`config.mk`:
```
export PLATFORM = sky130hd
export DESIGN_NAME = cpu_6s46
export DESIGN_NICKNAME = d
export VERILOG_FILES = /design/src/rtl/cpu_pkg.sv /design/src/rtl/microcode_ctrl.sv /design/src/rtl/reg_bank.sv /design/src/rtl/nibble_alu.sv /design/src/rtl/data_ram.sv /design/src/rtl/cpu_6s46.sv
export SDC_FILE = /design/constraint.sdc
export NUM_CORES = 1
export LEC_CHECK = 0
export BUFFER_PORTS_ARGS = -buffer_cell sky130_fd_sc_hd__buf_2
export CAP_MARGIN = 10
export CELL_PAD_IN_SITES_DETAIL_PLACEMENT = 1
export CELL_PAD_IN_SITES_GLOBAL_PLACEMENT = 2
export CORE_MARGIN = 5
export CORE_UTILIZATION = 30
export CTS_CLUSTER_DIAMETER = 60
export DETAILED_ROUTE_END_ITERATION = 7
export PLACE_DENSITY_LB_ADDON = 0.1
export SYNTH_ARGS = -nofsm -noshare
export SYNTH_HDL_FRONTEND = slang
export SYNTH_HIERARCHICAL = 1
export SYNTH_SLANG_ARGS = --single-unit
```
`constraint.sdc`:
```
create_clock -name clk -period 9.3 [get_ports clk]
set_input_delay 2.79 -clock clk [delete_from_list [all_inputs] [get_ports clk]]
set_output_delay 2.79 -clock clk [all_outputs]
set_load 0.01 [all_outputs]
```
`src/rtl/cpu_pkg.sv`:
```
package cpu_pkg;

  // program counter, instruction word and ram address widths
  localparam int PC_W    = 13;
  localparam int INSTR_W = 12;
  localparam int RAM_AW  = 8;

  // top field of the instruction, ir[11:8]
  // codes 13 and 14 are unnamed and decode as nop
  typedef enum logic [3:0] {
    OP_JP   = 4'h0,
    OP_JPC  = 4'h1,
    OP_JPNZ = 4'h2,
    OP_LDA  = 4'h3,
    OP_LDB  = 4'h4,
    OP_LDX  = 4'h5,
    OP_ALU  = 4'h6,
    OP_ADDI = 4'h7,
    OP_STM  = 4'h8,
    OP_LDM  = 4'h9,
    OP_LDK  = 4'hA,
    OP_OUT  = 4'hB,
    OP_INCX = 4'hC,
    NOP     = 4'hF
  } opcode_t;

  // alu function, ir[2:0] for OP_ALU
  // codes 6 and 7 leave a and the flags alone
  typedef enum logic [2:0] {
    ALU_ADD = 3'd0,
    ALU_ADC = 3'd1,
    ALU_SUB = 3'd2,
    ALU_AND = 3'd3,
    ALU_OR  = 3'd4,
    ALU_XOR = 3'd5
  } alu_op_t;

  // source for the a accumulator
  typedef enum logic [2:0] {
    A_NONE = 3'd0,
    A_IMM  = 3'd1,
    A_ALU  = 3'd2,
    A_RAM  = 3'd3,
    A_KEY  = 3'd4
  } a_sel_t;

  // update of the x index register
  typedef enum logic [1:0] {
    X_NONE = 2'd0,
    X_IMM  = 2'd1,
    X_INC  = 2'd2
  } x_sel_t;

  typedef struct packed {
    logic carry;
    logic zero;
  } flags_t;

  // per-step datapath controls, 16 bits
  typedef struct packed {
    logic    ir_load;
    logic    pc_inc;
    logic    pc_jump;
    a_sel_t  a_sel;
    logic    b_load;
    x_sel_t  x_sel;
    logic    flags_load;
    alu_op_t alu_op;
    logic    alu_src_imm;
    logic    ram_we;
    logic    out_we;
  } ctrl_t;

endpackage

```
`src/rtl/microcode_ctrl.sv`:
```
`timescale 1ns/1ps

module microcode_ctrl (
  input  logic                        clk,
  input  logic                        arst_n,
  input  logic [cpu_pkg::INSTR_W-1:0] ir,
  input  cpu_pkg::flags_t             flags,
  output cpu_pkg::ctrl_t              ctrl,
  output logic                        instr_done
);
  import cpu_pkg::*;

  // step 0 address out, 1 fetch, 2 execute, 3 ram read back (ldm only)
  logic [1:0] step;
  logic [1:0] step_nxt;
  opcode_t    opcode;
  alu_op_t    alu_sel;
  logic       alu_valid;
  logic       post_inc;
  logic       is_ldm;
  logic       jump_taken;

  // instruction fields, only meaningful from step 2 on
  assign opcode    = opcode_t'(ir[11:8]);
  assign alu_sel   = alu_op_t'(ir[2:0]);
  assign alu_valid = (ir[2:0] < 3'd6);
  // bit 0 selects post-increment of x for stm and ldm
  assign post_inc  = ir[0];
  assign is_ldm    = (opcode == OP_LDM);

  // branch condition from the current flags
  always_comb begin
    case (opcode)
      OP_JP:   jump_taken = 1'b1;
      OP_JPC:  jump_taken = flags.carry;
      OP_JPNZ: jump_taken = ~flags.zero;
      default: jump_taken = 1'b0;
    endcase
  end

  // ldm stretches to a fourth step for the registered ram read
  always_comb begin
    case (step)
      2'd0:    step_nxt = 2'd1;
      2'd1:    step_nxt = 2'd2;
      2'd2:    step_nxt = is_ldm ? 2'd3 : 2'd0;
      default: step_nxt = 2'd0;
    endcase
  end

  always_ff @(posedge clk or negedge arst_n) begin
    if (!arst_n) begin
      step <= 2'd0;
    end else begin
      step <= step_nxt;
    end
  end

  // last step of every instruction
  assign instr_done = (step == 2'd3) || ((step == 2'd2) && !is_ldm);

  always_comb begin
    ctrl        = '0;
    ctrl.a_sel  = A_NONE;
    ctrl.x_sel  = X_NONE;
    ctrl.alu_op = ALU_ADD;
    case (step)
      2'd1: begin
        // rom_data valid now
        ctrl.ir_load = 1'b1;
      end
      2'd2: begin
        // page jump or next word, ldm moves the pc one step later
        ctrl.pc_jump = jump_taken;
        ctrl.pc_inc  = !jump_taken && !is_ldm;
        case (opcode)
          OP_LDA: ctrl.a_sel = A_IMM;
          OP_LDB: ctrl.b_load = 1'b1;
          OP_LDX: ctrl.x_sel = X_IMM;
          OP_ALU: begin
            // spare alu codes behave as nop
            if (alu_valid) begin
              ctrl.alu_op     = alu_sel;
              ctrl.a_sel      = A_ALU;
              ctrl.flags_load = 1'b1;
            end
          end
          OP_ADDI: begin
            ctrl.alu_op      = ALU_ADD;
            ctrl.alu_src_imm = 1'b1;
            ctrl.a_sel       = A_ALU;
            ctrl.flags_load  = 1'b1;
          end
          OP_STM: begin
            // write uses the old x, increment lands on the same edge
            ctrl.ram_we = 1'b1;
            if (post_inc) begin
              ctrl.x_sel = X_INC;
            end
          end
          OP_LDK:  ctrl.a_sel = A_KEY;
          OP_OUT:  ctrl.out_we = 1'b1;
          OP_INCX: ctrl.x_sel = X_INC;
          NOP:     ;
          // jumps, ldm address phase and spare codes
          default: ;
        endcase
      end
      2'd3: begin
        // ram data back from the x presented in step 2
        ctrl.a_sel  = A_RAM;
        ctrl.pc_inc = 1'b1;
        if (post_inc) begin
          ctrl.x_sel = X_INC;
        end
      end
      default: ;
    endcase
  end

endmodule

```
`src/rtl/reg_bank.sv`:
```
`timescale 1ns/1ps

module reg_bank (
  input  logic                        clk,
  input  logic                        arst_n,
  input  cpu_pkg::ctrl_t              ctrl,
  input  logic [cpu_pkg::INSTR_W-1:0] rom_data,
  input  logic [3:0]                  alu_res,
  input  cpu_pkg::flags_t             alu_flags,
  input  logic [3:0]                  ram_rd,
  input  logic [3:0]                  k0,
  output logic [cpu_pkg::INSTR_W-1:0] ir,
  output logic [cpu_pkg::PC_W-1:0]    pc,
  output logic [3:0]                  a,
  output logic [3:0]                  b,
  output logic [cpu_pkg::RAM_AW-1:0]  x,
  output cpu_pkg::flags_t             flags,
  output logic [3:0]                  port_out,
  output logic                        port_strobe
);
  import cpu_pkg::*;

  // instruction register, loaded on the fetch step only
  always_ff @(posedge clk) begin
    if (ctrl.ir_load) begin
      ir <= rom_data;
    end
  end

  always_ff @(posedge clk or negedge arst_n) begin
    if (!arst_n) begin
      pc          <= '0;
      a           <= 4'h0;
      b           <= 4'h0;
      x           <= '0;
      flags       <= '0;
      port_out    <= 4'h0;
      port_strobe <= 1'b0;
    end else begin
      // jump keeps the page, increment wraps at 8192
      if (ctrl.pc_jump) begin
        pc <= {pc[PC_W-1:8], ir[7:0]};
      end else if (ctrl.pc_inc) begin
        pc <= pc + PC_W'(1);
      end

      case (ctrl.a_sel)
        A_IMM:   a <= ir[3:0];
        A_ALU:   a <= alu_res;
        A_RAM:   a <= ram_rd;
        A_KEY:   a <= k0;
        default: a <= a;
      endcase

      if (ctrl.b_load) begin
        b <= ir[3:0];
      end

      case (ctrl.x_sel)
        X_IMM:   x <= ir[RAM_AW-1:0];
        X_INC:   x <= x + RAM_AW'(1);
        default: x <= x;
      endcase

      if (ctrl.flags_load) begin
        flags <= alu_flags;
      end

      // strobe lines up with the new port value
      if (ctrl.out_we) begin
        port_out <= a;
      end
      port_strobe <= ctrl.out_we;
    end
  end

endmodule

```
`src/rtl/nibble_alu.sv`:
```
`timescale 1ns/1ps

module nibble_alu (
  input  cpu_pkg::alu_op_t op,
  input  logic [3:0]       a,
  input  logic [3:0]       operand,
  input  logic             carry_in,
  output logic [3:0]       res,
  output cpu_pkg::flags_t  flags
);
  import cpu_pkg::*;

  logic [4:0] sum;
  logic [4:0] diff;
  logic       cin;
  logic       carry_out;

  // carry flag only feeds adc
  assign cin  = carry_in & (op == ALU_ADC);
  assign sum  = {1'b0, a} + {1'b0, operand} + {4'b0, cin};
  // bit 4 set on borrow
  assign diff = {1'b0, a} - {1'b0, operand};

  always_comb begin
    case (op)
      ALU_ADD, ALU_ADC: begin
        res       = sum[3:0];
        carry_out = sum[4];
      end
      ALU_SUB: begin
        res       = diff[3:0];
        carry_out = diff[4];
      end
      ALU_AND: begin
        res       = a & operand;
        carry_out = 1'b0;
      end
      ALU_OR: begin
        res       = a | operand;
        carry_out = 1'b0;
      end
      ALU_XOR: begin
        res       = a ^ operand;
        carry_out = 1'b0;
      end
      default: begin
        // spare codes pass a through, carry unchanged
        res       = a;
        carry_out = carry_in;
      end
    endcase
  end

  assign flags.carry = carry_out;
  assign flags.zero  = (res == 4'h0);

endmodule

```
`src/rtl/data_ram.sv`:
```
`timescale 1ns/1ps

module data_ram (
  input  logic                       clk,
  input  logic [cpu_pkg::RAM_AW-1:0] addr,
  input  logic [3:0]                 wr_data,
  input  logic                       we,
  output logic [3:0]                 rd_data
);
  import cpu_pkg::*;

  // 256 nibbles
  logic [3:0] mem [2**RAM_AW];

  // synchronous write
  always_ff @(posedge clk) begin
    if (we) begin
      mem[addr] <= wr_data;
    end
  end

  // read data one cycle after the address, old value on a collision
  always_ff @(posedge clk) begin
    rd_data <= mem[addr];
  end

endmodule

```
`src/rtl/cpu_6s46.sv`:
```
`timescale 1ns/1ps

module cpu_6s46 (
  input  logic                        clk,
  input  logic                        arst_n,
  input  logic [3:0]                  k0,
  output logic [cpu_pkg::PC_W-1:0]    rom_addr,
  input  logic [cpu_pkg::INSTR_W-1:0] rom_data,
  output logic [3:0]                  port_out,
  output logic                        port_strobe,
  output logic                        instr_done
);
  import cpu_pkg::*;

  ctrl_t              ctrl;
  flags_t             flags;
  flags_t             alu_flags;
  logic [INSTR_W-1:0] ir;
  logic [PC_W-1:0]    pc;
  logic [3:0]         a;
  logic [3:0]         b;
  logic [RAM_AW-1:0]  x;
  logic [3:0]         alu_res;
  logic [3:0]         operand;
  logic [3:0]         ram_rd;

  // pc is a register, so the rom address comes straight off a flop
  assign rom_addr = pc;

  // second alu operand, immediate nibble for addi
  assign operand = ctrl.alu_src_imm ? ir[3:0] : b;

  microcode_ctrl u_ctrl (
    .clk        (clk),
    .arst_n     (arst_n),
    .ir         (ir),
    .flags      (flags),
    .ctrl       (ctrl),
    .instr_done (instr_done)
  );

  reg_bank u_regs (
    .clk         (clk),
    .arst_n      (arst_n),
    .ctrl        (ctrl),
    .rom_data    (rom_data),
    .alu_res     (alu_res),
    .alu_flags   (alu_flags),
    .ram_rd      (ram_rd),
    .k0          (k0),
    .ir          (ir),
    .pc          (pc),
    .a           (a),
    .b           (b),
    .x           (x),
    .flags       (flags),
    .port_out    (port_out),
    .port_strobe (port_strobe)
  );

  nibble_alu u_alu (
    .op       (ctrl.alu_op),
    .a        (a),
    .operand  (operand),
    .carry_in (flags.carry),
    .res      (alu_res),
    .flags    (alu_flags)
  );

  // x addresses the ram, a is the store data
  data_ram u_ram (
    .clk     (clk),
    .addr    (x),
    .wr_data (a),
    .we      (ctrl.ram_we),
    .rd_data (ram_rd)
  );

endmodule

```
==> flow_summary.toml, run 1 <==
[status]
outcome = "finished clean"

[timing]
rsz0062_at_grt = "false"
worst_pin_slew_ns = 1.25
hold_viol_final = 0
fin_setup_tns_ns = 0
timing.final.crit_share_pct = 51.1
skew_ns = 0.0187
setup_viol = 0
period_minus_slack_ns = 4.75
max_freq_mhz = 210
final_max_slew_viol_count = 0
slew_headroom_pct = 16.4
fin_ws_ns = 4.55

[placement]
dp_hpwl_mm = 73.4
io_buffer_count = 36
dpl_cell_area_um2 = 45600
dpl_worst_slack_ns = 4.71
gp_congestion = 0.719

[synth]
synth_area_leaders = "edfxtp_1, mux4_2, a22oi_1, nor2_1, dfrtp_1"
syn_area_um2 = 43200
synth_seq_cells = 1078
synth_cell_types = 63
yosysMostFrequentCell = "edfxtp_1"
ys.warnings.count = 6
synth_edf_count = 1036
ys.flop_type = "edfxtp_1"
ys_top_cells_by_count = "edfxtp_1, mux4_2, nor2_1"
async_flop_share_pct = 3.53
syn_area_per_cell_um2 = 19.0
synth_top_cell_by_area = "edfxtp_1"
yosysSeqAreaShare_pct = 74.3
synth_top_area_share_pct = 71.9
synth_fp_nets = 2309
syn_inst = 2273

[detailed_routing]
routed_wl_mm = 122
dr_wl_met2_mm = 60.9
highest_layer = "met4"
drtIter0Drc = 1538
wl_met1_mm = 53.1
drc = 0
wl_per_cell_um = 28.2
viasPerCell = 5.03
postRouteAntennaNets = 0
dr_total_vias = 21841
firstDrtPassIters = 5
wl_met3_mm = 5.30

[setup_path]
path_cells = "and2b_2, nand3b_1, o21a_1, buf_2"
cp_max_fo = 7
startpoint_type = "flop"
cp_slowest_stage_delay_ns = 0.52
crit_path_end_kind = "output pin"
critPathArrivalTime_ns = 1.96
critical_path_class = "flop to output pin"
required_ns = 6.51
crit_path_top_delay_cell = "edfxtp_1"

[clock_network]
cts_made_buffers = 133
clock_sinks = 1078
h-tree-depth = 4
ctsResizeCount = 0
cts_setup_buffers = 0
path_clk_slew_ns = 0.05
clk_path_buf_depth = 3
cts_hold_buf = 0
root_buffer = "clkbuf_16"
insertion_delay_ns = 0.74
cts_tree = "done"

[die]
die_w_um = 390
start_util_pct = 30.1
core_region_area_um2 = 143000
die_height_um = 390
ioPinCount = 37
row_count = 139
dieArea_um2 = 152000

[power_and_ir_drop]
p_sw_mw = 5.16
p_int_mw = 10.6
ir_drop_mv = 0.177
powerDensity_nw_per_um2 = 317
p_seq_share_pct = 41.3
p_sw_share_pct = 32.7
leakage_nw = 15.1
pwr-share-clk_pct = 32.0
p_comb_share_pct = 26.7

[grt]
grt-ovfl-total = 0
grt_pass1_vias = 23892
antenna_found_initial = 5
grtUsageTotal_pct = 16.0
grt_max_degree = 103
grt_pass1_wl_mm = 176

[final_layout]
fin_nets = 2373
final_core_utilization_pct = 34.8
syn_to_final_growth_pct = 15.3
insertedDiodeCount = 0
drive_gt1_share_pct = 24.4
fillCellCount = 14112
fin_area_um2 = 49900

[flow_run]
cap_violations = 0

[min_path]
hold_class = "flop to flop"
-- flip-flops by register name, summed over array words and instances, names as in the netlist --
| signal | flops |
|---|---|
| u_ram/mem | 1024 |
| u_ctrl/step | 2 |
| u_regs/ir | 12 |
| u_ram/rd_data | 4 |
| u_regs/port_out | 4 |
| u_regs/b | 4 |
| u_regs/port_strobe | 1 |
| u_regs/pc | 13 |
| u_regs/x | 8 |
| u_regs/flags | 2 |
| u_regs/a | 4 |
-- metal layers --
layer / vias to the layer above / global-route usage (%)
met3: 177 / 3.13
met4: 0 / 4.53
met2: 455 / 27.0
li1: 9402 / -
met1: 11807 / 21.1
met5: - / 0
-- per-stage QoR --
step                hold WS [ns]  cells  total power [mW]
floorplan                  0.452   2273              9.30
global placement           0.459   4099              10.9
detailed placement         0.469   4104              11.0
CTS                        0.480   4343              16.1
global route               0.501   4344              16.6
finish                     0.477   4344              15.8
-- layout make-up --
cell class,count,area (µm²),share of cell area (%)
clock buffer,156,3490,6.99
clock inverter,83,791,1.59
inverter,19,71.3,0.143
multi-input combinational,1021,10400,20.8
sequential,1078,32200,64.5
tap,1903,2380,4.77
timing repair buffer,84,583,1.17
-- power by group through the flow --
| stage | sequential, mW | clock (mW) | combinational, mW |
|---|---|---|---|
| 3_5_place_dp | 6.66 | 0 | 4.32 |
| 6_report | 6.53 | 5.07 | 4.22 |
| 2_1_floorplan | 6.78 | 0 | 2.52 |
| 5_1_grt | 6.58 | 5.45 | 4.54 |
| 4_1_cts | 6.56 | 5.23 | 4.33 |
| 3_3_place_gp | 6.65 | 0 | 4.26 |
-- path summary, 6_finish.rpt --
check	from	end	slack, ns	depth (start not counted)
worst max-delay path	u_regs/ir[10]	instr_done	4.55	4
worst min register to register	u_regs/pc[12]	u_regs/pc[12]	0.48	1
max in group asynchronous	arst_n	u_regs/a[3]	6.31	1
min in group asynchronous	arst_n	u_regs/x[5]	2.23	1
worst max register to register	u_regs/ir[11]	u_regs/a[2]	4.85	12
worst min-delay path	u_regs/pc[12]	u_regs/pc[12]	0.48	1
-- cell usage in the layout (no fill, tap or decap), types with 16 or more instances in the layout --
cell type,netlist,routed
inv_1,19,19
dfrtp_1,38,32
a21oi_1,79,79
mux2_2,16,16
nand3_1,27,20
clkinv_1,0,27
clkinv_2,0,19
mux4_2,262,262
nand2_1,56,52
clkbuf_16,0,136
nor3_1,37,36
clkbuf_1,94,19
a22oi_1,130,130
buf_4,8,44
edfxtp_1,1036,1036
nor2_1,255,254
buf_2,25,37
-- cells by family (layout without fill, tap and decap cells) --
logic type / count (synthesis) / count (layout) / synth area share, %
buffers and inverters: 174 / 342 / 1.91
and+or+nand+nor: 441 / 441 / 4.64
DFF: 1078 / 1078 / 74.3
AOI/OAI and AO/OA: 266 / 266 / 4.12
adders and majority gates: 18 / 18 / 0.573
muxes: 285 / 285 / 14.2
xor gates and xnor gates: 11 / 11 / 0.223
-- critical path: cells and delay by family, from the launching register on --
family | cells | cell delay [ns]
simple gates | 2 | 0.36
compound gates | 1 | 0.21
buf+inv | 1 | 0.14
flops | 1 | 0.52
Note: power is estimated with default switching activity, not from simulation.
==> inputs of run 2 (changes only) <==
--- a/config.mk
+++ b/config.mk
@@ -5,6 +5,7 @@
 export SDC_FILE = /design/constraint.sdc
 export NUM_CORES = 1
 export LEC_CHECK = 0
+export ABC_AREA = 1
 export BUFFER_PORTS_ARGS = -buffer_cell sky130_fd_sc_hd__buf_2
 export CAP_MARGIN = 10
 export CELL_PAD_IN_SITES_DETAIL_PLACEMENT = 1
==> constraint.sdc (replaced) <==
create_clock -name clk -period 4.2 [get_ports clk]
set_input_delay 1.26 -clock clk [delete_from_list [all_inputs] [get_ports clk]]
set_output_delay 1.26 -clock clk [all_outputs]
set_load 0.01 [all_outputs]
==> run 2 against run 1 <==
Effect of this change:
- first-iteration DRC count rose by 12%
- clock-buffer cell count grew 34
- synthesized cell count up 110%
- via count rose by 45%
- routed wire length up 23%
- power is 140% higher
- worst setup slack worse by 3.8 ns
- combinational power rose to 2.9 times the previous value
- die area increased by 7.5%
- hold slack improved by 0.023 ns
- core utilization increased by 0.13 points
- final cell count is 58% higher
- largest power group unchanged
==> flow_summary.toml, run 2 <==
[grt]
grt_pass1_wl_mm = 223
grt-ovfl-total = 0
grtUsageTotal_pct = 18.3
grt_pass1_vias = 33561
grt_max_degree = 150
antenna_found_initial = 6

[detailed_routing]
wl_per_cell_um = 21.9
viasPerCell = 4.61
dr_total_vias = 31685
drtIter0Drc = 1717
firstDrtPassIters = 7
postRouteAntennaNets = 0
routed_wl_mm = 150
drc = 0

[synth]
synth_area_leaders = "edfxtp_1, nand2_1, nor2_1, dfrtp_1, nand3_1"
ys_top_cells_by_count = "nand2_1, edfxtp_1, nor2_1"
synth_top_area_share_pct = 66.8
ys.warnings.count = 6
syn_inst = 4665
synth_fp_nets = 4701
synth_cell_types = 38
synth_top_cell_by_area = "edfxtp_1"
ys.flop_type = "edfxtp_1"
syn_area_um2 = 46600
yosysMostFrequentCell = "nand2_1"
syn_area_per_cell_um2 = 9.98
yosysSeqAreaShare_pct = 69.0
synth_edf_count = 1036
async_flop_share_pct = 3.53
synth_seq_cells = 1078

[clock_network]
ctsResizeCount = 0
cts_tree = "done"
path_clk_slew_ns = 0.05
cts_setup_buffers = 0
clock_sinks = 1078
insertion_delay_ns = 0.76
cts_hold_buf = 0
cts_made_buffers = 141
clk_path_buf_depth = 3
h-tree-depth = 4
root_buffer = "clkbuf_16"

[placement]
dp_hpwl_mm = 89.3
gp_congestion = 0.760
io_buffer_count = 36
dpl_worst_slack_ns = 0.775

[setup_path]
path_cells = "inv_1, nand2_1, inv_2, buf_12, o21ai_1, nand2_1, o21ai_0, nand2_1, nor2_1, nor2_1, nor2_1, nand2_1"
critical_path_class = "flop to flop"
cp_max_fo = 33
cp_slowest_stage_delay_ns = 0.63
required_ns = 4.81
crit_path_top_delay_cell = "dfrtp_1"
crit_path_end_kind = "flop"
reg2regPathDepth = 12
startpoint_type = "flop"
cpMostUsedCell = "nand2_1"
critPathArrivalTime_ns = 4.01

[die]
die_height_um = 404
die_w_um = 404
start_util_pct = 30.2
dieArea_um2 = 163000
ioPinCount = 37
core_region_area_um2 = 154000
row_count = 144

[flow_run]
cap_violations = 0

[timing]
fin_setup_tns_ns = 0
hold_viol_final = 0
max_freq_mhz = 293
rsz0062_at_grt = "false"
final_max_slew_viol_count = 0
timing.final.crit_share_pct = 81.2
worst_pin_slew_ns = 1.18
fin_ws_ns = 0.792
slew_headroom_pct = 21.6
setup_viol = 0
skew_ns = 0.0244
period_minus_slack_ns = 3.41

[power_and_ir_drop]
powerDensity_nw_per_um2 = 709
leakage_nw = 21.3
ir_drop_mv = 0.426
power.total_mw = 38.1

[final_layout]
largest_reg_flops = 1024
syn_to_final_growth_pct = 15.5
fin_nets = 4743
regMostFlops = "u_ram/mem"
layout_commonest_cell = "nand2_1"
final_cell_mix = "nand2_1, edfxtp_1, nor2_1"
largestRegisters = "u_ram/mem (1024), u_regs/pc (13), u_regs/ir (12)"
drive_gt1_share_pct = 8.07

[min_path]
hold_path_depth = 1
hold_class = "flop to flop"

[status]
outcome = "finished clean"
-- run 2: layout make-up --
class,instances,area [µm²]
fill,17248,100000
sequential,1078,32200
multi-input combinational,3256,13100
clock buffer,190,3930
tap,2044,2560
timing repair buffer,131,1090
clock inverter,69,593
inverter,99,389
antenna,3,7.51
-- run 2: path summary, 6_finish.rpt --
| path | from | endpoint | slack (ns) |
|---|---|---|---|
| min in group asynchronous | arst_n | u_regs/pc[9] | 0.70 |
| max in group asynchronous | arst_n | u_regs/a[1] | 2.74 |
| worst min-delay path | u_regs/port_out[1] | u_regs/port_out[1] | 0.50 |
| worst max register to register | u_regs/x[2] | u_ram/rd_data[2] | 0.79 |
| worst max-delay path | u_regs/x[2] | u_ram/rd_data[2] | 0.79 |
| worst min register to register | u_regs/port_out[1] | u_regs/port_out[1] | 0.50 |
-- run 2: power breakdown --
part	leakage, nW	total [mW]	switching [mW]	internal [mW]
registers	9.91	14.0	0.538	13.4
logic	9.19	12.4	9.50	2.92
clock network	2.20	11.7	4.64	7.10
-- run 2: cells by family after synthesis --
logic type | Yosys count | synth area share (%)
simple gates | 3088 | 25.6
xor+xnor | 3 | 0.0564
mux | 10 | 0.242
fa+ha+maj | 18 | 0.532
flops | 1078 | 69.0
compound gates | 137 | 1.54
buf+inv | 331 | 2.97
-- run 2: metal layers --
layer / share of wire (%) / GRT usage [%] / vias to the layer above
li1: - / - / 15359
met1: 48 / 25.4 / 15753
met2: 47 / 30.6 / 384
met3: 3.1 / 2.73 / 187
met4: 1.8 / 4.14 / 2
met5: 0.0086 / 0 / -
-- run 2: metrics by stage --
stage                     hold WS (ns)  instances  area, µm²  util [%]
after floorplan                  0.452       4665      46600         -
after global placement           0.486       6608      49300      31.9
after detailed placement         0.491       6608      49300      31.9
after CTS                        0.502       6867      53800      34.9
after global routing             0.521       6867      53800      34.9
final                            0.500       6870      53800      34.9
-- run 2: critical path, delay by kind of cell, from the launching register on --
family	cells	cell delay, ns
AOI/OAI and AO/OA	2	0.32
DFF	1	0.63
and+or+nand+nor	7	1.34
buffers and inverters	3	0.90
